### src/hdl/vga_timing_pkg.sv
package vga_timing_pkg;

	// 640x480 at 60 Hz, 25 MHz pixel clock
	localparam int unsigned POS_W = 10;

	localparam logic [POS_W-1:0] H_TOTAL = 10'd800; // clocks per line
	localparam logic [POS_W-1:0] V_TOTAL = 10'd525; // lines per frame
	localparam logic [POS_W-1:0] H_LAST = H_TOTAL - 10'd1;
	localparam logic [POS_W-1:0] V_LAST = V_TOTAL - 10'd1;

	// sync pulses sit at the start of the line and frame, high while asserted
	localparam logic [POS_W-1:0] H_SYNC_LEN = 10'd96;
	localparam logic [POS_W-1:0] V_SYNC_LEN = 10'd2;

	// visible window, both ends inclusive
	localparam logic [POS_W-1:0] H_ACTIVE_START = 10'd144;
	localparam logic [POS_W-1:0] H_ACTIVE_END = 10'd783;
	localparam logic [POS_W-1:0] V_ACTIVE_START = 10'd35;
	localparam logic [POS_W-1:0] V_ACTIVE_END = 10'd514;

	// raster position, column and line
	typedef struct packed {
		logic [POS_W-1:0] h;
		logic [POS_W-1:0] v;
	} pix_pos_t;

	typedef struct packed {
		logic hsync;
		logic vsync;
		logic active;
	} sync_t;

	// sync state at column 0 of line 0
	localparam sync_t SYNC_AT_ORIGIN = '{hsync: 1'b1, vsync: 1'b1, active: 1'b0};

endpackage

### src/hdl/card_pkg.sv
package card_pkg;

	localparam int unsigned N_CARDS = 4; // one layer per card
	localparam int unsigned SLOT_W = $clog2(N_CARDS);

	// card size in active pixels
	localparam int unsigned CARD_W = 40;
	localparam int unsigned CARD_H = 60;

	// loader queue depth, also the host's starting credit count
	localparam int unsigned CREDITS = 4;

	typedef struct packed {
		logic [7:0] red;
		logic [7:0] green;
		logic [7:0] blue;
	} rgb_t;

	localparam rgb_t BACKGROUND = '{red: 8'hC0, green: 8'hC0, blue: 8'hC0};
	localparam rgb_t BLANK = '{red: 8'h00, green: 8'h00, blue: 8'h00};

	// one card update from the host
	typedef struct packed {
		logic [SLOT_W-1:0] slot; // target layer
		logic enable;
		logic [9:0] x0; // active column of left edge
		logic [8:0] y0; // active row of top edge
		rgb_t colour;
	} card_desc_t;

	// per-layer result for one pixel
	typedef struct packed {
		logic hit;
		rgb_t colour;
	} layer_out_t;

endpackage

### src/hdl/vga_timing.sv
`timescale 1ns/1ps

module vga_timing
	import vga_timing_pkg::*;
(
	input logic VGA_CLK_IN,
	input logic rst_n,
	output pix_pos_t pos,
	output sync_t sync
);

	logic [POS_W-1:0] h_cnt;
	logic [POS_W-1:0] v_cnt;
	logic h_active;
	logic v_active;

	// column counter, line counter steps on column wrap
	always_ff @(posedge VGA_CLK_IN or negedge rst_n)
	begin
		if (!rst_n)
		begin
			h_cnt <= '0;
			v_cnt <= '0;
		end
		else
		begin
			if (h_cnt == H_LAST)
			begin
				h_cnt <= '0;
				if (v_cnt == V_LAST)
					v_cnt <= '0; // new frame
				else
					v_cnt <= v_cnt + 10'd1;
			end
			else
			begin
				h_cnt <= h_cnt + 10'd1;
			end
		end
	end

	assign pos.h = h_cnt;
	assign pos.v = v_cnt;

	assign h_active = (h_cnt >= H_ACTIVE_START) && (h_cnt <= H_ACTIVE_END);
	assign v_active = (v_cnt >= V_ACTIVE_START) && (v_cnt <= V_ACTIVE_END);

	// both pulses are active high
	always_comb
	begin
		sync.hsync = (h_cnt < H_SYNC_LEN);
		sync.vsync = (v_cnt < V_SYNC_LEN);
		sync.active = h_active && v_active;
	end

	a_h_in_range: assert property (
		@(posedge VGA_CLK_IN) disable iff (!rst_n)
		pos.h <= H_LAST
	) else $error("column counter ran past end of line: %0d", pos.h);

endmodule

### src/hdl/card_loader.sv
`timescale 1ns/1ps

module card_loader
	import vga_timing_pkg::*;
	import card_pkg::*;
(
	input logic VGA_CLK_IN,
	input logic rst_n,
	input card_desc_t desc_in,
	input logic desc_valid,
	input pix_pos_t pos,
	output logic credit_return,
	output card_desc_t wr_desc,
	output logic [N_CARDS-1:0] wr_en
);

	localparam int unsigned PTR_W = $clog2(CREDITS);
	localparam int unsigned CNT_W = $clog2(CREDITS + 1);

	card_desc_t q_mem [CREDITS];
	logic [PTR_W-1:0] wr_ptr;
	logic [PTR_W-1:0] rd_ptr;
	logic [CNT_W-1:0] count;
	logic full;
	logic push;
	logic pop;
	logic v_blank;

	assign full = (count == CNT_W'(CREDITS));
	assign push = desc_valid && !full; // host holds credit, so never full here

	// outside the visible lines, so nothing drawn this frame changes
	assign v_blank = (pos.v < V_ACTIVE_START) || (pos.v > V_ACTIVE_END);
	assign pop = v_blank && (count != '0);

	always_ff @(posedge VGA_CLK_IN)
	begin
		if (push)
			q_mem[wr_ptr] <= desc_in;
	end

	always_ff @(posedge VGA_CLK_IN or negedge rst_n)
	begin
		if (!rst_n)
		begin
			wr_ptr <= '0;
			rd_ptr <= '0;
			count <= '0;
		end
		else
		begin
			if (push)
				wr_ptr <= (wr_ptr == PTR_W'(CREDITS - 1)) ? '0 : wr_ptr + PTR_W'(1);
			if (pop)
				rd_ptr <= (rd_ptr == PTR_W'(CREDITS - 1)) ? '0 : rd_ptr + PTR_W'(1);
			case ({push, pop})
				2'b10: count <= count + CNT_W'(1);
				2'b01: count <= count - CNT_W'(1);
				default: count <= count; // idle or both
			endcase
		end
	end

	// head entry goes straight onto the write bus
	assign wr_desc = q_mem[rd_ptr];
	assign wr_en = pop ? (N_CARDS'(1) << wr_desc.slot) : '0;
	assign credit_return = pop; // one credit per applied entry

	a_no_credit_overrun: assert property (
		@(posedge VGA_CLK_IN) disable iff (!rst_n)
		desc_valid |-> !full
	) else $error("descriptor sent without credit, queue full");

	a_wr_onehot: assert property (
		@(posedge VGA_CLK_IN) disable iff (!rst_n)
		$onehot0(wr_en)
	) else $error("more than one layer written at once: %b", wr_en);

endmodule

### src/hdl/card_layer.sv
`timescale 1ns/1ps

module card_layer
	import vga_timing_pkg::*;
	import card_pkg::*;
(
	input logic VGA_CLK_IN,
	input logic rst_n,
	input card_desc_t wr_desc,
	input logic wr_en,
	input pix_pos_t pos,
	output layer_out_t layer_out
);

	logic enable_q;
	logic [9:0] x0_q;
	logic [8:0] y0_q;
	rgb_t colour_q;

	logic [9:0] col;
	logic [9:0] row;
	logic [10:0] x_last;
	logic [9:0] y_last;
	logic in_window;
	logic in_card;

	always_ff @(posedge VGA_CLK_IN or negedge rst_n)
	begin
		if (!rst_n)
			enable_q <= 1'b0; // cards start hidden
		else if (wr_en)
			enable_q <= wr_desc.enable;
	end

	always_ff @(posedge VGA_CLK_IN)
	begin
		if (wr_en)
		begin
			x0_q <= wr_desc.x0;
			y0_q <= wr_desc.y0;
			colour_q <= wr_desc.colour;
		end
	end

	// raster to active coordinates
	assign col = pos.h - H_ACTIVE_START;
	assign row = pos.v - V_ACTIVE_START;
	assign in_window = (pos.h >= H_ACTIVE_START) && (pos.h <= H_ACTIVE_END) &&
		(pos.v >= V_ACTIVE_START) && (pos.v <= V_ACTIVE_END);

	// extra bit so a card near the right edge cannot wrap
	assign x_last = {1'b0, x0_q} + 11'(CARD_W - 1);
	assign y_last = {1'b0, y0_q} + 10'(CARD_H - 1);

	assign in_card = ({1'b0, col} >= {1'b0, x0_q}) && ({1'b0, col} <= x_last) &&
		(row >= {1'b0, y0_q}) && (row <= y_last);

	always_ff @(posedge VGA_CLK_IN or negedge rst_n)
	begin
		if (!rst_n)
			layer_out <= '{hit: 1'b0, colour: BLANK};
		else
			layer_out <= '{hit: enable_q && in_window && in_card, colour: colour_q};
	end

endmodule

### src/hdl/card_compositor.sv
`timescale 1ns/1ps

module card_compositor
	import vga_timing_pkg::*;
	import card_pkg::*;
(
	input logic VGA_CLK_IN,
	input logic rst_n,
	input layer_out_t layers [N_CARDS],
	input sync_t sync_in,
	output logic hsync,
	output logic vsync,
	output logic [7:0] red,
	output logic [7:0] green,
	output logic [7:0] blue
);

	sync_t sync_d1; // lines up with layer outputs
	sync_t sync_d2; // lines up with colour register
	rgb_t pick;
	rgb_t pix_next;
	rgb_t pix_q;

	always_ff @(posedge VGA_CLK_IN or negedge rst_n)
	begin
		if (!rst_n)
		begin
			sync_d1 <= SYNC_AT_ORIGIN;
			sync_d2 <= SYNC_AT_ORIGIN;
		end
		else
		begin
			sync_d1 <= sync_in;
			sync_d2 <= sync_d1;
		end
	end

	// lowest slot wins, so scan downwards and let it overwrite
	always_comb
	begin
		pick = BACKGROUND;
		for (int i = N_CARDS - 1; i >= 0; i--)
		begin
			if (layers[i].hit)
				pick = layers[i].colour;
		end
	end

	assign pix_next = sync_d1.active ? pick : BLANK; // black in porches and sync

	always_ff @(posedge VGA_CLK_IN or negedge rst_n)
	begin
		if (!rst_n)
			pix_q <= BLANK;
		else
			pix_q <= pix_next;
	end

	assign hsync = sync_d2.hsync;
	assign vsync = sync_d2.vsync;
	assign red = pix_q.red;
	assign green = pix_q.green;
	assign blue = pix_q.blue;

	// colour and sync leave on the same pixel
	a_blank_outside_active: assert property (
		@(posedge VGA_CLK_IN) disable iff (!rst_n)
		!sync_d2.active |-> ({red, green, blue} == 24'h000000)
	) else $error("non-black colour %h outside active area", {red, green, blue});

	// no layer may hit while the pixel is in blanking
	a_no_hit_in_blank: assert property (
		@(posedge VGA_CLK_IN) disable iff (!rst_n)
		!sync_d1.active |-> (pick == BACKGROUND)
	) else $error("layer hit reported outside active area");

endmodule

### src/hdl/card_display_top.sv
`timescale 1ns/1ps

module card_display_top
	import vga_timing_pkg::*;
	import card_pkg::*;
(
	input logic VGA_CLK_IN,
	input logic rst_n,
	input card_desc_t desc_in,
	input logic desc_valid,
	output logic credit_return,
	output logic VGA_CLK_OUT,
	output logic hsync,
	output logic vsync,
	output logic [7:0] red,
	output logic [7:0] green,
	output logic [7:0] blue
);

	pix_pos_t pos;
	sync_t sync;
	card_desc_t wr_desc;
	logic [N_CARDS-1:0] wr_en;
	layer_out_t layer_outs [N_CARDS];

	assign VGA_CLK_OUT = VGA_CLK_IN; // DAC runs on the pixel clock

	vga_timing u_timing (
		.VGA_CLK_IN (VGA_CLK_IN),
		.rst_n (rst_n),
		.pos (pos),
		.sync (sync)
	);

	card_loader u_loader (
		.VGA_CLK_IN (VGA_CLK_IN),
		.rst_n (rst_n),
		.desc_in (desc_in),
		.desc_valid (desc_valid),
		.pos (pos),
		.credit_return (credit_return),
		.wr_desc (wr_desc),
		.wr_en (wr_en)
	);

	for (genvar i = 0; i < N_CARDS; i++)
	begin : g_layer
		card_layer u_layer (
			.VGA_CLK_IN (VGA_CLK_IN),
			.rst_n (rst_n),
			.wr_desc (wr_desc),
			.wr_en (wr_en[i]),
			.pos (pos),
			.layer_out (layer_outs[i])
		);
	end

	card_compositor u_compositor (
		.VGA_CLK_IN (VGA_CLK_IN),
		.rst_n (rst_n),
		.layers (layer_outs),
		.sync_in (sync),
		.hsync (hsync),
		.vsync (vsync),
		.red (red),
		.green (green),
		.blue (blue)
	);

endmodule

### config.mk
export PLATFORM = sky130hd
export DESIGN_NAME = card_display_top
export DESIGN_NICKNAME = d
export VERILOG_FILES = /design/src/hdl/vga_timing_pkg.sv /design/src/hdl/card_pkg.sv /design/src/hdl/vga_timing.sv /design/src/hdl/card_loader.sv /design/src/hdl/card_layer.sv /design/src/hdl/card_compositor.sv /design/src/hdl/card_display_top.sv
export SDC_FILE = /design/constraint.sdc
export NUM_CORES = 1
export LEC_CHECK = 0
export BUFFER_PORTS_ARGS = -buffer_cell sky130_fd_sc_hd__buf_2
export CAP_MARGIN = 20
export CORE_ASPECT_RATIO = 1.2
export CORE_MARGIN = 10
export CORE_UTILIZATION = 55
export CTS_BUF_LIST = sky130_fd_sc_hd__clkbuf_8 sky130_fd_sc_hd__clkbuf_16
export CTS_CLUSTER_SIZE = 24
export DETAILED_ROUTE_END_ITERATION = 6
export PLACE_DENSITY = 0.72
export SLEW_MARGIN = 25
export SYNTH_ARGS = -nofsm -noshare
export SYNTH_HDL_FRONTEND = slang
export SYNTH_HIERARCHICAL = 1
export SYNTH_SLANG_ARGS = --single-unit
### constraint.sdc
create_clock -name VGA_CLK_IN -period 6.7 [get_ports VGA_CLK_IN]
set_clock_uncertainty 0.1 [all_clocks]
set_input_delay 0.67 -clock VGA_CLK_IN [delete_from_list [all_inputs] [get_ports VGA_CLK_IN]]
set_output_delay 0.67 -clock VGA_CLK_IN [all_outputs]
set_load 0.1 [all_outputs]
==> results of run 1 <==
==> through the flow <==
step	power [mW]	setup WS, ns
3_3_place_gp	8.94	2.31
3_5_place_dp	9.13	2.31
4_1_cts	12.2	2.05
2_1_floorplan	7.96	1.46
5_1_grt	12.8	2.04
6_report	12.1	2.05
==> cells in the final DEF, fill, tap and decap left out, types with 46 or more instances in the layout <==
master / instances
sky130_fd_sc_hd__xnor2_1: 64
sky130_fd_sc_hd__o21ai_0: 58
sky130_fd_sc_hd__dfrtp_1: 154
sky130_fd_sc_hd__mux4_2: 46
sky130_fd_sc_hd__ha_1: 195
sky130_fd_sc_hd__nand2_1: 79
sky130_fd_sc_hd__edfxtp_1: 356
sky130_fd_sc_hd__inv_1: 154
sky130_fd_sc_hd__clkbuf_16: 54
sky130_fd_sc_hd__a21oi_1: 77
sky130_fd_sc_hd__buf_2: 75
==> sequential cells by signal, summed over array words and instances, names as in the netlist <==
register                   cells
u_loader/q_mem               184
g_layer.u_layer/layer_out    100
u_loader/rd_ptr                2
g_layer.u_layer/enable_q       4
u_loader/wr_ptr                2
u_compositor/red               8
g_layer.u_layer/y0_q          36
u_timing/v_cnt                10
g_layer.u_layer/x0_q          40
u_compositor/sync_d1           3
u_timing/h_cnt                10
u_compositor/hsync             1
u_compositor/vsync             1
u_loader/count                 3
u_compositor/green             8
u_compositor/blue              8
g_layer.u_layer/colour_q      96
==> worst max-delay path: cells and delay by family <==
family                 cells  cell delay [ns]
buffers and inverters      3             0.53
==> worst paths after layout <==
check	from	endpoint	slack [ns]	depth (start not counted)
max reg2reg	u_timing/v_cnt[1]	g_layer[1].u_layer/layer_out[24]	2.99	9
max	VGA_CLK_IN	VGA_CLK_OUT	2.05	3
min in group VGA_CLK_IN	desc_in[5]	u_loader/q_mem[1][5]	0.07	1
min	rst_n	u_timing/v_cnt[6]	-0.04	1
max in group asynchronous	rst_n	u_loader/rd_ptr[0]	5.18	2
min reg2reg	g_layer[1].u_layer/colour_q[1]	g_layer[1].u_layer/layer_out[1]	0.24	0
==> metal layers <==
layer | track usage | vias up | part of all wire | wire length, um
li1 | - | 6512 | - | -
met1 | 0.248 | 7063 | 0.41 | 21400
met2 | 0.357 | 372 | 0.51 | 26600
met3 | 0.0318 | 96 | 0.047 | 2420
met4 | 0.0708 | 2 | 0.028 | 1460
met5 | 0 | - | 0.00033 | 17
==> cells in the mapped netlist (all sizes together) (6+ instances only) <==
master / count
o21ai: 73
nor4bb: 8
o21a: 12
a31oi: 6
nand3: 21
and2: 7
or3: 25
nand4: 31
nor3b: 6
nor3: 27
nand2: 79
o221ai: 8
a21oi: 79
nor2: 25
inv: 145
a211oi: 32
and3: 16
edfxtp: 356
nand2b: 17
a221oi: 22
mux4: 46
nor2b: 11
a2111oi: 10
ha: 195
o31ai: 12
buf: 21
a21boi: 8
a21o: 21
xnor2: 65
dfrtp: 156
xor2: 45
==> power groups by stage <==
| stage | Clock [mW] | Combinational [mW] | Sequential, mW |
|---|---|---|---|
| 3_3_place_gp | 0.0525 | 3.51 | 5.38 |
| 4_1_cts | 3.13 | 3.71 | 5.36 |
| 6_report | 3.07 | 3.69 | 5.35 |
| 5_1_grt | 3.26 | 4.11 | 5.46 |
| 2_1_floorplan | 0.0563 | 2.63 | 5.27 |
| 3_5_place_dp | 0.0525 | 3.69 | 5.39 |
==> logic make-up after synthesis <==
logic type / count (synthesis) / synth area share
and+or+nand+nor: 292 / 0.0697
buffers and inverters: 170 / 0.0298
muxes: 50 / 0.0455
xor gates and xnor gates: 110 / 0.0407
AOI/OAI and AO/OA: 320 / 0.0956
DFF: 516 / 0.616
adders and majority gates: 196 / 0.103
==> cell type report <==
class                           count  area [um2]  share of cell area
Clock buffer                       62        1450              0.0541
Clock inverter                     36         395              0.0147
Inverter                          145         544              0.0203
Multi-Input combinational cell    968        8490               0.317
Tap cell                          552         691              0.0257
Antenna cell                        1        2.50           0.0000932
Sequential cell                   516       14700               0.548
Timing Repair Buffer               95         554              0.0207
==> load_flow_metrics.sql, run 1 <==
INSERT INTO impl_metrics (metric_group, metric, value, unit) VALUES
('worst_setup_path', 'cp.required', '5.93', 'ns'),
('sta', 'hold_ws', '-0.0371', 'ns'),
('floorplanning', 'fp.dieH', '248', 'um'),
('sta', 'setup_viol', '0', ''),
('floorplanning', 'initial_core_util', '0.557', ''),
('finish', 'layout-area-overhead-vs-synth', '12.4', '%'),
('synthesis', 'synth_top_area_share', '0.448', ''),
('power', 'netSwitchingPower', '4.01', 'mW'),
('synthesis', 'synth_area_leaders', 'sky130_fd_sc_hd__edfxtp_1 (45%), sky130_fd_sc_hd__dfrtp_1 (16%), sky130_fd_sc_hd__ha_1 (10%)', ''),
('sta', 'drv_slew', '0', ''),
('worst_setup_path', 'max_stage_delay', '0.28', 'ns'),
('worst_setup_path', 'cells_traversed_along_the_worst_timing_path', 'clkbuf_16 > clkbuf_16 > buf_2', ''),
('synthesis', 'ys_types', '72', ''),
('worst_setup_path', 'crit_slowest_cell', 'sky130_fd_sc_hd__buf_2', ''),
('floorplanning', 'fp.coreArea', '42900', 'um2'),
('status', 'result_of_the_run', 'finished with violations', ''),
('synthesis', 'ys_seq_area_frac', '0.616', ''),
('sta', 'tns', '0', 'ns'),
('global_route', 'gr-total-overflow', '0', ''),
('global_route', 'number_of_antenna_violations_at_the_first_check_in_global_routing', '2', ''),
('detailed_routing', 'totalWireLength', '51.9', 'mm'),
('detailed_routing', 'routed-via-count', '14000', ''),
('worst_setup_path', 'worst-setup-path-type', 'clock port to output pin', ''),
('power', 'p_per_area', '451', 'nW/um2'),
('global_route', 'gr-usage-all-layers', '0.202', ''),
('synthesis', 'synthArstFlopShare', '0.310', ''),
('floorplanning', 'width_of_the_die', '210', 'um'),
('synthesis', 'synthesis.area', '23900', 'um2'),
('finish', 'layout.cells.non_filler', '2375', ''),
('worst_setup_path', 'crit_path_max_fanout', '2', ''),
('worst_hold_path', 'min-delay-path-class', 'input port to async pin', ''),
('finish', 'final_nets', '2025', ''),
('placed_design', 'hpwl', '32.5', 'mm'),
('sta', 'rsz0062_at_grt', 'false', ''),
('sta', 'number_of_hold_violations_in_the_final_report', '29', ''),
('placed_design', 'placed_instance_count', '2277', ''),
('placed_design', 'port_buffers', '76', ''),
('clock_tree', 'cts_tree', 'yes', ''),
('sta', 'timing_worst_slew_pin_value', '1.05', 'ns'),
('detailed_routing', 'drtPass1Iterations', '5', ''),
('synthesis', 'synth.ff_latch_count', '516', ''),
('detailed_routing', 'drt_drc_violations_left', '0', ''),
('synthesis', 'synthesis.area_per_instance', '14.4', 'um2'),
('power', 'sequential_share_of_power', '0.442', ''),
('synthesis', 'synth_top_cell_by_area', 'sky130_fd_sc_hd__edfxtp_1', ''),
('worst_setup_path', 'worstSetupStartpointType', 'clock port', ''),
('clock_tree', 'clkSlewWorstSetupHoldPaths', '0.06', 'ns'),
('clock_tree', 'worst_skew_pair_latency', '0.71', 'ns'),
('synthesis', 'synth.yosys.warnings', '6', ''),
('power', 'p_int', '8.10', 'mW'),
('global_route', 'grt_pass1_wl', '81.8', 'mm'),
('synthesis', 'synthesis.nets', '1899', ''),
('floorplanning', 'rows', '83', ''),
('clock_tree', 'cts_hold_buffers', '0', ''),
('status', 'violations_in_the_final_reports', 'negative hold slack', ''),
('sta', 'slew_headroom', '0.297', ''),
('detailed_routing', 'wire_per_inst', '21.8', 'um'),
('placed_design', 'routabilityCongestion', '0.905', ''),
('synthesis', 'synth_top_flop_cell', 'sky130_fd_sc_hd__edfxtp_1', ''),
('power', 'vdd_drop_max', '339', 'uV'),
('finish', 'fin_area', '26800', 'um2'),
('power', 'switching_share', '0.331', ''),
('finish', 'utilization', '0.626', ''),
('synthesis', 'netlist_instances', '1654', ''),
('worst_setup_path', 'crit_top_cell', 'sky130_fd_sc_hd__clkbuf_16', ''),
('global_route', 'grt_pass1_vias', '14800', ''),
('global_route', 'grt_max_degree', '102', ''),
('synthesis', 'synth-edff-count', '356', ''),
('power', 'leakagePower', '10.9', 'nW'),
('floorplanning', 'floorplan.io_pins', '77', ''),
('detailed_routing', 'detailedRoute.firstIterationViolations', '928', '');
No activity file was read; power rests on OpenSTA's default activity.
==> inputs of run 2 (changes only) <==
Settings changed: PLACE_DENSITY 0.72 to 0.75.
Clock period 6.7 ns to 3.85 ns, I/O delays scaled along.
==> run 2 against run 1 <==
  * The run now ends clean
  * Sequential cell count unchanged
  * Worst setup slack worse by 1.7 ns
  * Power up 74%
  * Global-route usage up 0.34 points
  * Sequential power up 75%
  * Largest cell class unchanged
  * Largest power group unchanged
==> load_flow_metrics.sql, run 2 (synthesis results as in run 1) <==
INSERT INTO impl_metrics (metric_group, metric, value, unit) VALUES
('status', 'result_of_the_run', 'finished, final reports clean', ''),
('detailed_routing', 'drt_drc_violations_left', '0', ''),
('floorplanning', 'width_of_the_die', '210', 'um'),
('finish', 'most-common-layout-cells', 'sky130_fd_sc_hd__edfxtp_1 (356), sky130_fd_sc_hd__ha_1 (195), sky130_fd_sc_hd__inv_1 (155)', ''),
('finish', 'reg.largest.list', 'u_loader/q_mem x184, g_layer.u_layer/layer_out x100, g_layer.u_layer/colour_q x96', ''),
('floorplanning', 'dieArea', '52200', 'um2'),
('worst_setup_path', 'timing.critical_path.from', 'u_timing/v_cnt[0]', ''),
('worst_setup_path', 'end_kind', 'flop', ''),
('sta', 'drv_slew', '0', ''),
('worst_setup_path', 'crit_slowest_cell', 'sky130_fd_sc_hd__o41ai_1', ''),
('sta', 'timing.fmax', '287', 'MHz'),
('finish', 'final_nets', '2083', ''),
('finish', 'number_of_fillers_in_the_final_layout', '2956', ''),
('global_route', 'grt_pass1_vias', '14900', ''),
('flow_run', 'drv_cap', '0', ''),
('detailed_routing', 'routed-via-count', '14400', ''),
('global_route', 'grt_max_degree', '69', ''),
('worst_setup_path', 'worst-setup-path-type', 'flop to flop', ''),
('finish', 'max_reg_flops', '184', ''),
('sta', 'timing_worst_slew_pin_value', '1.03', 'ns'),
('worst_hold_path', 'min-delay-path-class', 'input port to flop', ''),
('floorplanning', 'initial_core_util', '0.557', ''),
('detailed_routing', 'detailedRoute.firstIterationViolations', '980', ''),
('floorplanning', 'rows', '83', ''),
('sta', 'final.min_clock_period', '3.48', 'ns'),
('clock_tree', 'post_cts.repair.setup_buffers', '0', ''),
('worst_setup_path', 'crit-reg2reg-launch', 'u_timing/v_cnt[0]', ''),
('worst_setup_path', 'cells_traversed_along_the_worst_timing_path', 'buf_4 > ha_1 > o41ai_1 > nand2_1 > xnor2_1 > ha_1 > and3_1 > and3_1 > a2111oi_0 > a211oi_2', ''),
('power', 'leakagePower', '11.1', 'nW'),
('sta', 'number_of_hold_violations_in_the_final_report', '0', ''),
('floorplanning', 'fp.dieH', '248', 'um'),
('worst_setup_path', 'crit_path_max_fanout', '11', ''),
('finish', 'post_route_cells_drive_above_1_share', '0.154', ''),
('sta', 'slew_headroom', '0.311', ''),
('worst_setup_path', 'register_to_register_setup_slack', '0.37', 'ns'),
('floorplanning', 'floorplan.io_pins', '77', ''),
('clock_tree', 'clkSlewWorstSetupHoldPaths', '0.07', 'ns'),
('clock_tree', 'cts_hold_buffers', '47', ''),
('detailed_routing', 'wire_per_inst', '22.0', 'um'),
('worst_setup_path', 'cp.required', '4.29', 'ns'),
('worst_setup_path', 'max_stage_delay', '0.55', 'ns'),
('power', 'finalPower', '21.1', 'mW'),
('finish', 'layout-area-overhead-vs-synth', '14.7', '%'),
('global_route', 'gr-usage-all-layers', '0.206', ''),
('floorplanning', 'fp.coreArea', '42900', 'um2'),
('global_route', 'gr-total-overflow', '0', ''),
('finish', 'utilization', '0.639', ''),
('detailed_routing', 'via_to_cell_ratio', '5.92', ''),
('sta', 'setup_viol', '0', ''),
('detailed_routing', 'antenna_violating_nets_post_route', '0', ''),
('placed_design', 'hpwl', '34.1', 'mm'),
('finish', 'top_register', 'u_loader/q_mem', ''),
('detailed_routing', 'totalWireLength', '53.4', 'mm'),
('placed_design', 'routabilityCongestion', '0.891', ''),
('clock_tree', 'post_cts_resized', '0', ''),
('power', 'p_per_area', '770', 'nW/um2'),
('sta', 'rsz0062_at_grt', 'false', ''),
('placed_design', 'port_buffers', '76', ''),
('clock_tree', 'worst_skew_pair_latency', '0.70', 'ns'),
('power', 'vdd_drop_max', '717', 'uV'),
('global_route', 'number_of_antenna_violations_at_the_first_check_in_global_routing', '1', ''),
('worst_setup_path', 'worstSetupStartpointType', 'flop', ''),
('worst_setup_path', 'cp.arrival', '3.92', 'ns'),
('clock_tree', 'cts_tree', 'yes', ''),
('sta', 'final_min_period_over_clock_period', '0.904', ''),
('worst_hold_path', 'worst_hold_startpoint', 'desc_valid', ''),
('detailed_routing', 'drtPass1Iterations', '5', ''),
('finish', 'mostFrequentLayoutCell', 'sky130_fd_sc_hd__edfxtp_1', ''),
('global_route', 'grt_pass1_wl', '83.5', 'mm');
==> run 2: cell count changes in the layout (fill, tap and decap cells not counted), moves of 2 or more <==
cell | previous run | this run
sky130_fd_sc_hd__clkinvlp_4 | 6 | 3
sky130_fd_sc_hd__buf_4 | 19 | 27
sky130_fd_sc_hd__buf_12 | 0 | 8
sky130_fd_sc_hd__clkinv_2 | 8 | 5
sky130_fd_sc_hd__clkbuf_8 | 8 | 6
sky130_fd_sc_hd__clkinv_4 | 3 | 0
sky130_fd_sc_hd__bufinv_16 | 6 | 4
sky130_fd_sc_hd__dlygate4sd3_1 | 0 | 47
==> run 2: layout make-up <==
cell class	instances	area (um2)	share of cell area
Sequential cell	516	14700	0.537
Clock inverter	28	278	0.0101
Inverter	145	544	0.0199
Antenna cell	1	2.50	0.0000914
Multi-Input combinational cell	968	8490	0.310
Tap cell	552	691	0.0252
Clock buffer	62	1460	0.0535
Timing Repair Buffer	157	1210	0.0444
==> run 2: path summary, 6_finish.rpt <==
path,depth (start not counted),end
worst min-delay path,4,u_loader/wr_ptr[0]
worst max-delay path,10,g_layer[3].u_layer/layer_out[24]
min in group asynchronous,2,g_layer[2].u_layer/layer_out[11]
max in group asynchronous,3,u_compositor/sync_d1[1]
worst max register to register,10,g_layer[3].u_layer/layer_out[24]
worst min register to register,0,g_layer[0].u_layer/layer_out[13]
==> run 2: critical path, delay by kind of cell, from the launching register on <==
| kind | cells | cell delay [ns] |
|---|---|---|
| XOR/XNOR | 1 | 0.26 |
| AND/OR/NAND/NOR | 3 | 0.50 |
| flip-flops | 1 | 0.52 |
| AO/OA/AOI/OAI | 3 | 1.17 |
| buffers and inverters | 1 | 0.25 |
| adder cells (fa/ha/maj) | 2 | 0.56 |
==> run 2: routing by layer <==
metal	share of wire	GRT usage	up-vias
met4	0.030	0.0695	0
met5	0	0	-
met3	0.049	0.0294	105
met1	0.40	0.250	7224
li1	-	-	6621
met2	0.52	0.369	426
==> run 2: metrics by stage <==
step                      std cells  hold WS, ns  area (um2)  setup TNS, ns  setup slack [ns]
after floorplan                1654      -0.0106       23900        -227.06             -1.39
after global placement         2292        0.231       25200              0             0.467
after detailed placement       2292        0.234       25200              0             0.373
after CTS                      2428        0.121       27400              0             0.347
after global routing           2429        0.177       27400              0            0.0176
final                          2429        0.150       27400              0             0.370
==> run 2: report_power, final <==
part | total, mW | switching, mW | internal, mW
clock | 5.12 | 2.15 | 2.98
combinational | 6.62 | 4.00 | 2.63
sequential | 9.34 | 0.847 | 8.50
total | 21.1 | 6.99 | 14.1
==> inputs of run 3 (changes only) <==
Settings changed: MAX_ROUTING_LAYER set to met4.
==> run 3 against run 2 <==
  * Register-to-register slack improved by 0.13 ns
  * Non-clock buffer count grew 1
  * Fmax grew 2.0%
  * Utilization decreased by 0.14 points
  * Final cell count rose by 0.25%
  * First-iteration DRC count decreased by 12%
  * Routed wire length up 0.91%
  * Sequential share of layout area grew 0.12 points
  * Via count fell by 0.38%
  * Final area shrank 0.22%
  * Critical path type is now flop to output pin
  * Highest routed layer unchanged
==> load_flow_metrics.sql, run 3 (synthesis results as in run 1) <==
INSERT INTO impl_metrics (metric_group, metric, value, unit) VALUES
('power', 'p_per_area', '765', 'nW/um2'),
('power', 'vdd_drop_max', '667', 'uV'),
('worst_hold_path', 'min-delay-path-class', 'input port to async pin', ''),
('power', 'sequential_share_of_power', '0.448', ''),
('placed_design', 'placed_instance_count', '2293', ''),
('worst_setup_path', 'critical_path.n_buffers_inverters', '3', ''),
('finish', 'layout-area-overhead-vs-synth', '14.5', '%'),
('sta', 'drv_slew', '0', ''),
('sta', 'rsz0062_at_grt', 'false', ''),
('finish', 'number_of_fillers_in_the_final_layout', '2939', ''),
('finish', 'final_nets', '2086', ''),
('finish', 'reg.largest.list', 'u_loader/q_mem x184, g_layer.u_layer/layer_out x100, g_layer.u_layer/colour_q x96', ''),
('power', 'p_int', '13.9', 'mW'),
('placed_design', 'routabilityCongestion', '0.906', ''),
('placed_design', 'port_buffers', '76', ''),
('worst_setup_path', 'cp.required', '3.37', 'ns'),
('floorplanning', 'initial_core_util', '0.557', ''),
('global_route', 'gr-usage-all-layers', '0.215', ''),
('placed_design', 'hpwl', '34.2', 'mm'),
('finish', 'max_reg_flops', '184', ''),
('detailed_routing', 'antenna_violating_nets_post_route', '0', ''),
('power', 'switching_share', '0.337', ''),
('floorplanning', 'fp.dieH', '248', 'um'),
('finish', 'most-common-layout-cells', 'sky130_fd_sc_hd__edfxtp_1 (356), sky130_fd_sc_hd__ha_1 (195), sky130_fd_sc_hd__inv_1 (154), sky130_fd_sc_hd__dfrtp_1 (154), sky130_fd_sc_hd__nand2_1 (79)', ''),
('detailed_routing', 'drtPass1Iterations', '5', ''),
('floorplanning', 'dieArea', '52200', 'um2'),
('worst_setup_path', 'crit_slowest_cell', 'sky130_fd_sc_hd__dfrtp_1', ''),
('sta', 'fin_ws', '0.440', 'ns'),
('power', 'finalPower', '20.9', 'mW'),
('detailed_routing', 'routed-via-count', '14300', ''),
('sta', 'final_min_period_over_clock_period', '0.886', ''),
('worst_setup_path', 'critPathTopFamily', 'buffers and inverters', ''),
('finish', 'layout.cells.non_filler', '2435', ''),
('worst_setup_path', 'timing.critical_path.depth', '6', ''),
('sta', 'final.min_clock_period', '3.41', 'ns'),
('worst_setup_path', 'cp.arrival', '2.92', 'ns'),
('floorplanning', 'fp.coreArea', '42900', 'um2'),
('finish', 'mostFrequentLayoutCell', 'sky130_fd_sc_hd__edfxtp_1', ''),
('detailed_routing', 'via_to_cell_ratio', '5.88', ''),
('global_route', 'grt_pass1_vias', '15100', ''),
('floorplanning', 'width_of_the_die', '210', 'um'),
('placed_design', 'placement.setup.worst_slack', '0.504', 'ns'),
('detailed_routing', 'wire_per_inst', '22.1', 'um'),
('power', 'share_comb_of_total_power', '0.316', ''),
('clock_tree', 'clkSlewWorstSetupHoldPaths', '0.06', 'ns'),
('clock_tree', 'post_cts_resized', '0', ''),
('global_route', 'number_of_antenna_violations_at_the_first_check_in_global_routing', '3', ''),
('worst_setup_path', 'worstSetupStartpointType', 'flop', ''),
('clock_tree', 'worst_skew_pair_latency', '0.70', 'ns'),
('worst_setup_path', 'end_kind', 'output pin', ''),
('clock_tree', 'cts_tree', 'yes', ''),
('finish', 'post_route_cells_drive_above_1_share', '0.154', ''),
('sta', 'setup_viol', '0', ''),
('flow_run', 'drv_cap', '0', ''),
('global_route', 'gr-total-overflow', '0', ''),
('sta', 'timing.fmax', '293', 'MHz'),
('finish', 'utilization', '0.637', ''),
('sta', 'slew_headroom', '0.298', ''),
('worst_setup_path', 'crit_path_max_fanout', '21', ''),
('floorplanning', 'floorplan.io_pins', '77', ''),
('power', 'netSwitchingPower', '7.05', 'mW'),
('detailed_routing', 'drt_drc_violations_left', '0', ''),
('floorplanning', 'rows', '83', ''),
('finish', 'top_register', 'u_loader/q_mem', ''),
('power', 'share_clk_of_total_power', '0.236', ''),
('worst_setup_path', 'max_stage_delay', '0.63', 'ns'),
('worst_setup_path', 'worst-setup-path-type', 'flop to output pin', ''),
('sta', 'timing_worst_slew_pin_value', '1.05', 'ns'),
('power', 'leakagePower', '11.1', 'nW'),
('status', 'result_of_the_run', 'finished, final reports clean', ''),
('sta', 'number_of_hold_violations_in_the_final_report', '0', ''),
('detailed_routing', 'totalWireLength', '53.8', 'mm'),
('worst_setup_path', 'cells_traversed_along_the_worst_timing_path', 'buf_4 > a2111oi_4 > or3b_4 > nand3_4 > inv_1 > buf_2', ''),
('global_route', 'grt_pass1_wl', '84.3', 'mm'),
('global_route', 'grt_max_degree', '87', ''),
('worst_setup_path', 'r2r_cells', '10', ''),
('detailed_routing', 'detailedRoute.firstIterationViolations', '861', '');
run 3: metal layers:
layer,GRT usage,vias to the layer above,wire [um],share of wire
li1,-,6627,-,-
met1,0.253,7181,21900,0.41
met2,0.376,411,27900,0.52
met3,0.0262,103,2580,0.048
met4,0.0749,0,1490,0.028
met5,-,-,0,0
run 3: power by group through the flow:
stage | clock network, mW | registers, mW | logic, mW
after global placement | 0.0914 | 9.26 | 6.33
after CTS | 4.99 | 9.35 | 6.62
after global routing | 5.22 | 9.55 | 7.33
after detailed placement | 0.0914 | 9.41 | 6.52
after floorplan | 0.0980 | 9.17 | 4.58
final | 4.94 | 9.36 | 6.60
run 3: area by class of cell:
class,instances,area (um2),area share
sequential,516,14700,0.538
multi-input combinational,968,8490,0.311
clock buffer,57,1350,0.0494
timing repair buffer,158,1220,0.0447
tap,552,691,0.0253
inverter,145,544,0.0199
clock inverter,36,319,0.0117
antenna,3,7.51,0.000275
run 3: path summary, 6_finish.rpt:
check / startpoint / end / slack [ns]
worst min register to register: g_layer[2].u_layer/colour_q[8] / g_layer[2].u_layer/layer_out[8] / 0.25
min in group VGA_CLK_IN: desc_valid / u_loader/wr_ptr[0] / 0.18
worst max register to register: u_timing/v_cnt[0] / g_layer[3].u_layer/layer_out[24] / 0.50
max in group asynchronous: rst_n / u_loader/rd_ptr[0] / 2.62
worst max-delay path: u_timing/v_cnt[3] / credit_return / 0.44
worst min-delay path: rst_n / g_layer[0].u_layer/layer_out[13] / 0.1
run 3: per-stage QoR:
step / area [um2] / hold WS (ns) / TNS (ns)
after floorplan: 23900 / -0.0106 / -227.06
after global placement: 25200 / 0.232 / 0
after detailed placement: 25200 / 0.234 / 0
after CTS: 27300 / 0.131 / 0
after global routing: 27300 / 0.138 / 0
final: 27300 / 0.100 / 0
run 3: repair_timing:
item | CTS | global route
hold buffers | 47 | 0
endpoints found under the hold margin | 233 | 0
setup buffers | 0 | 0
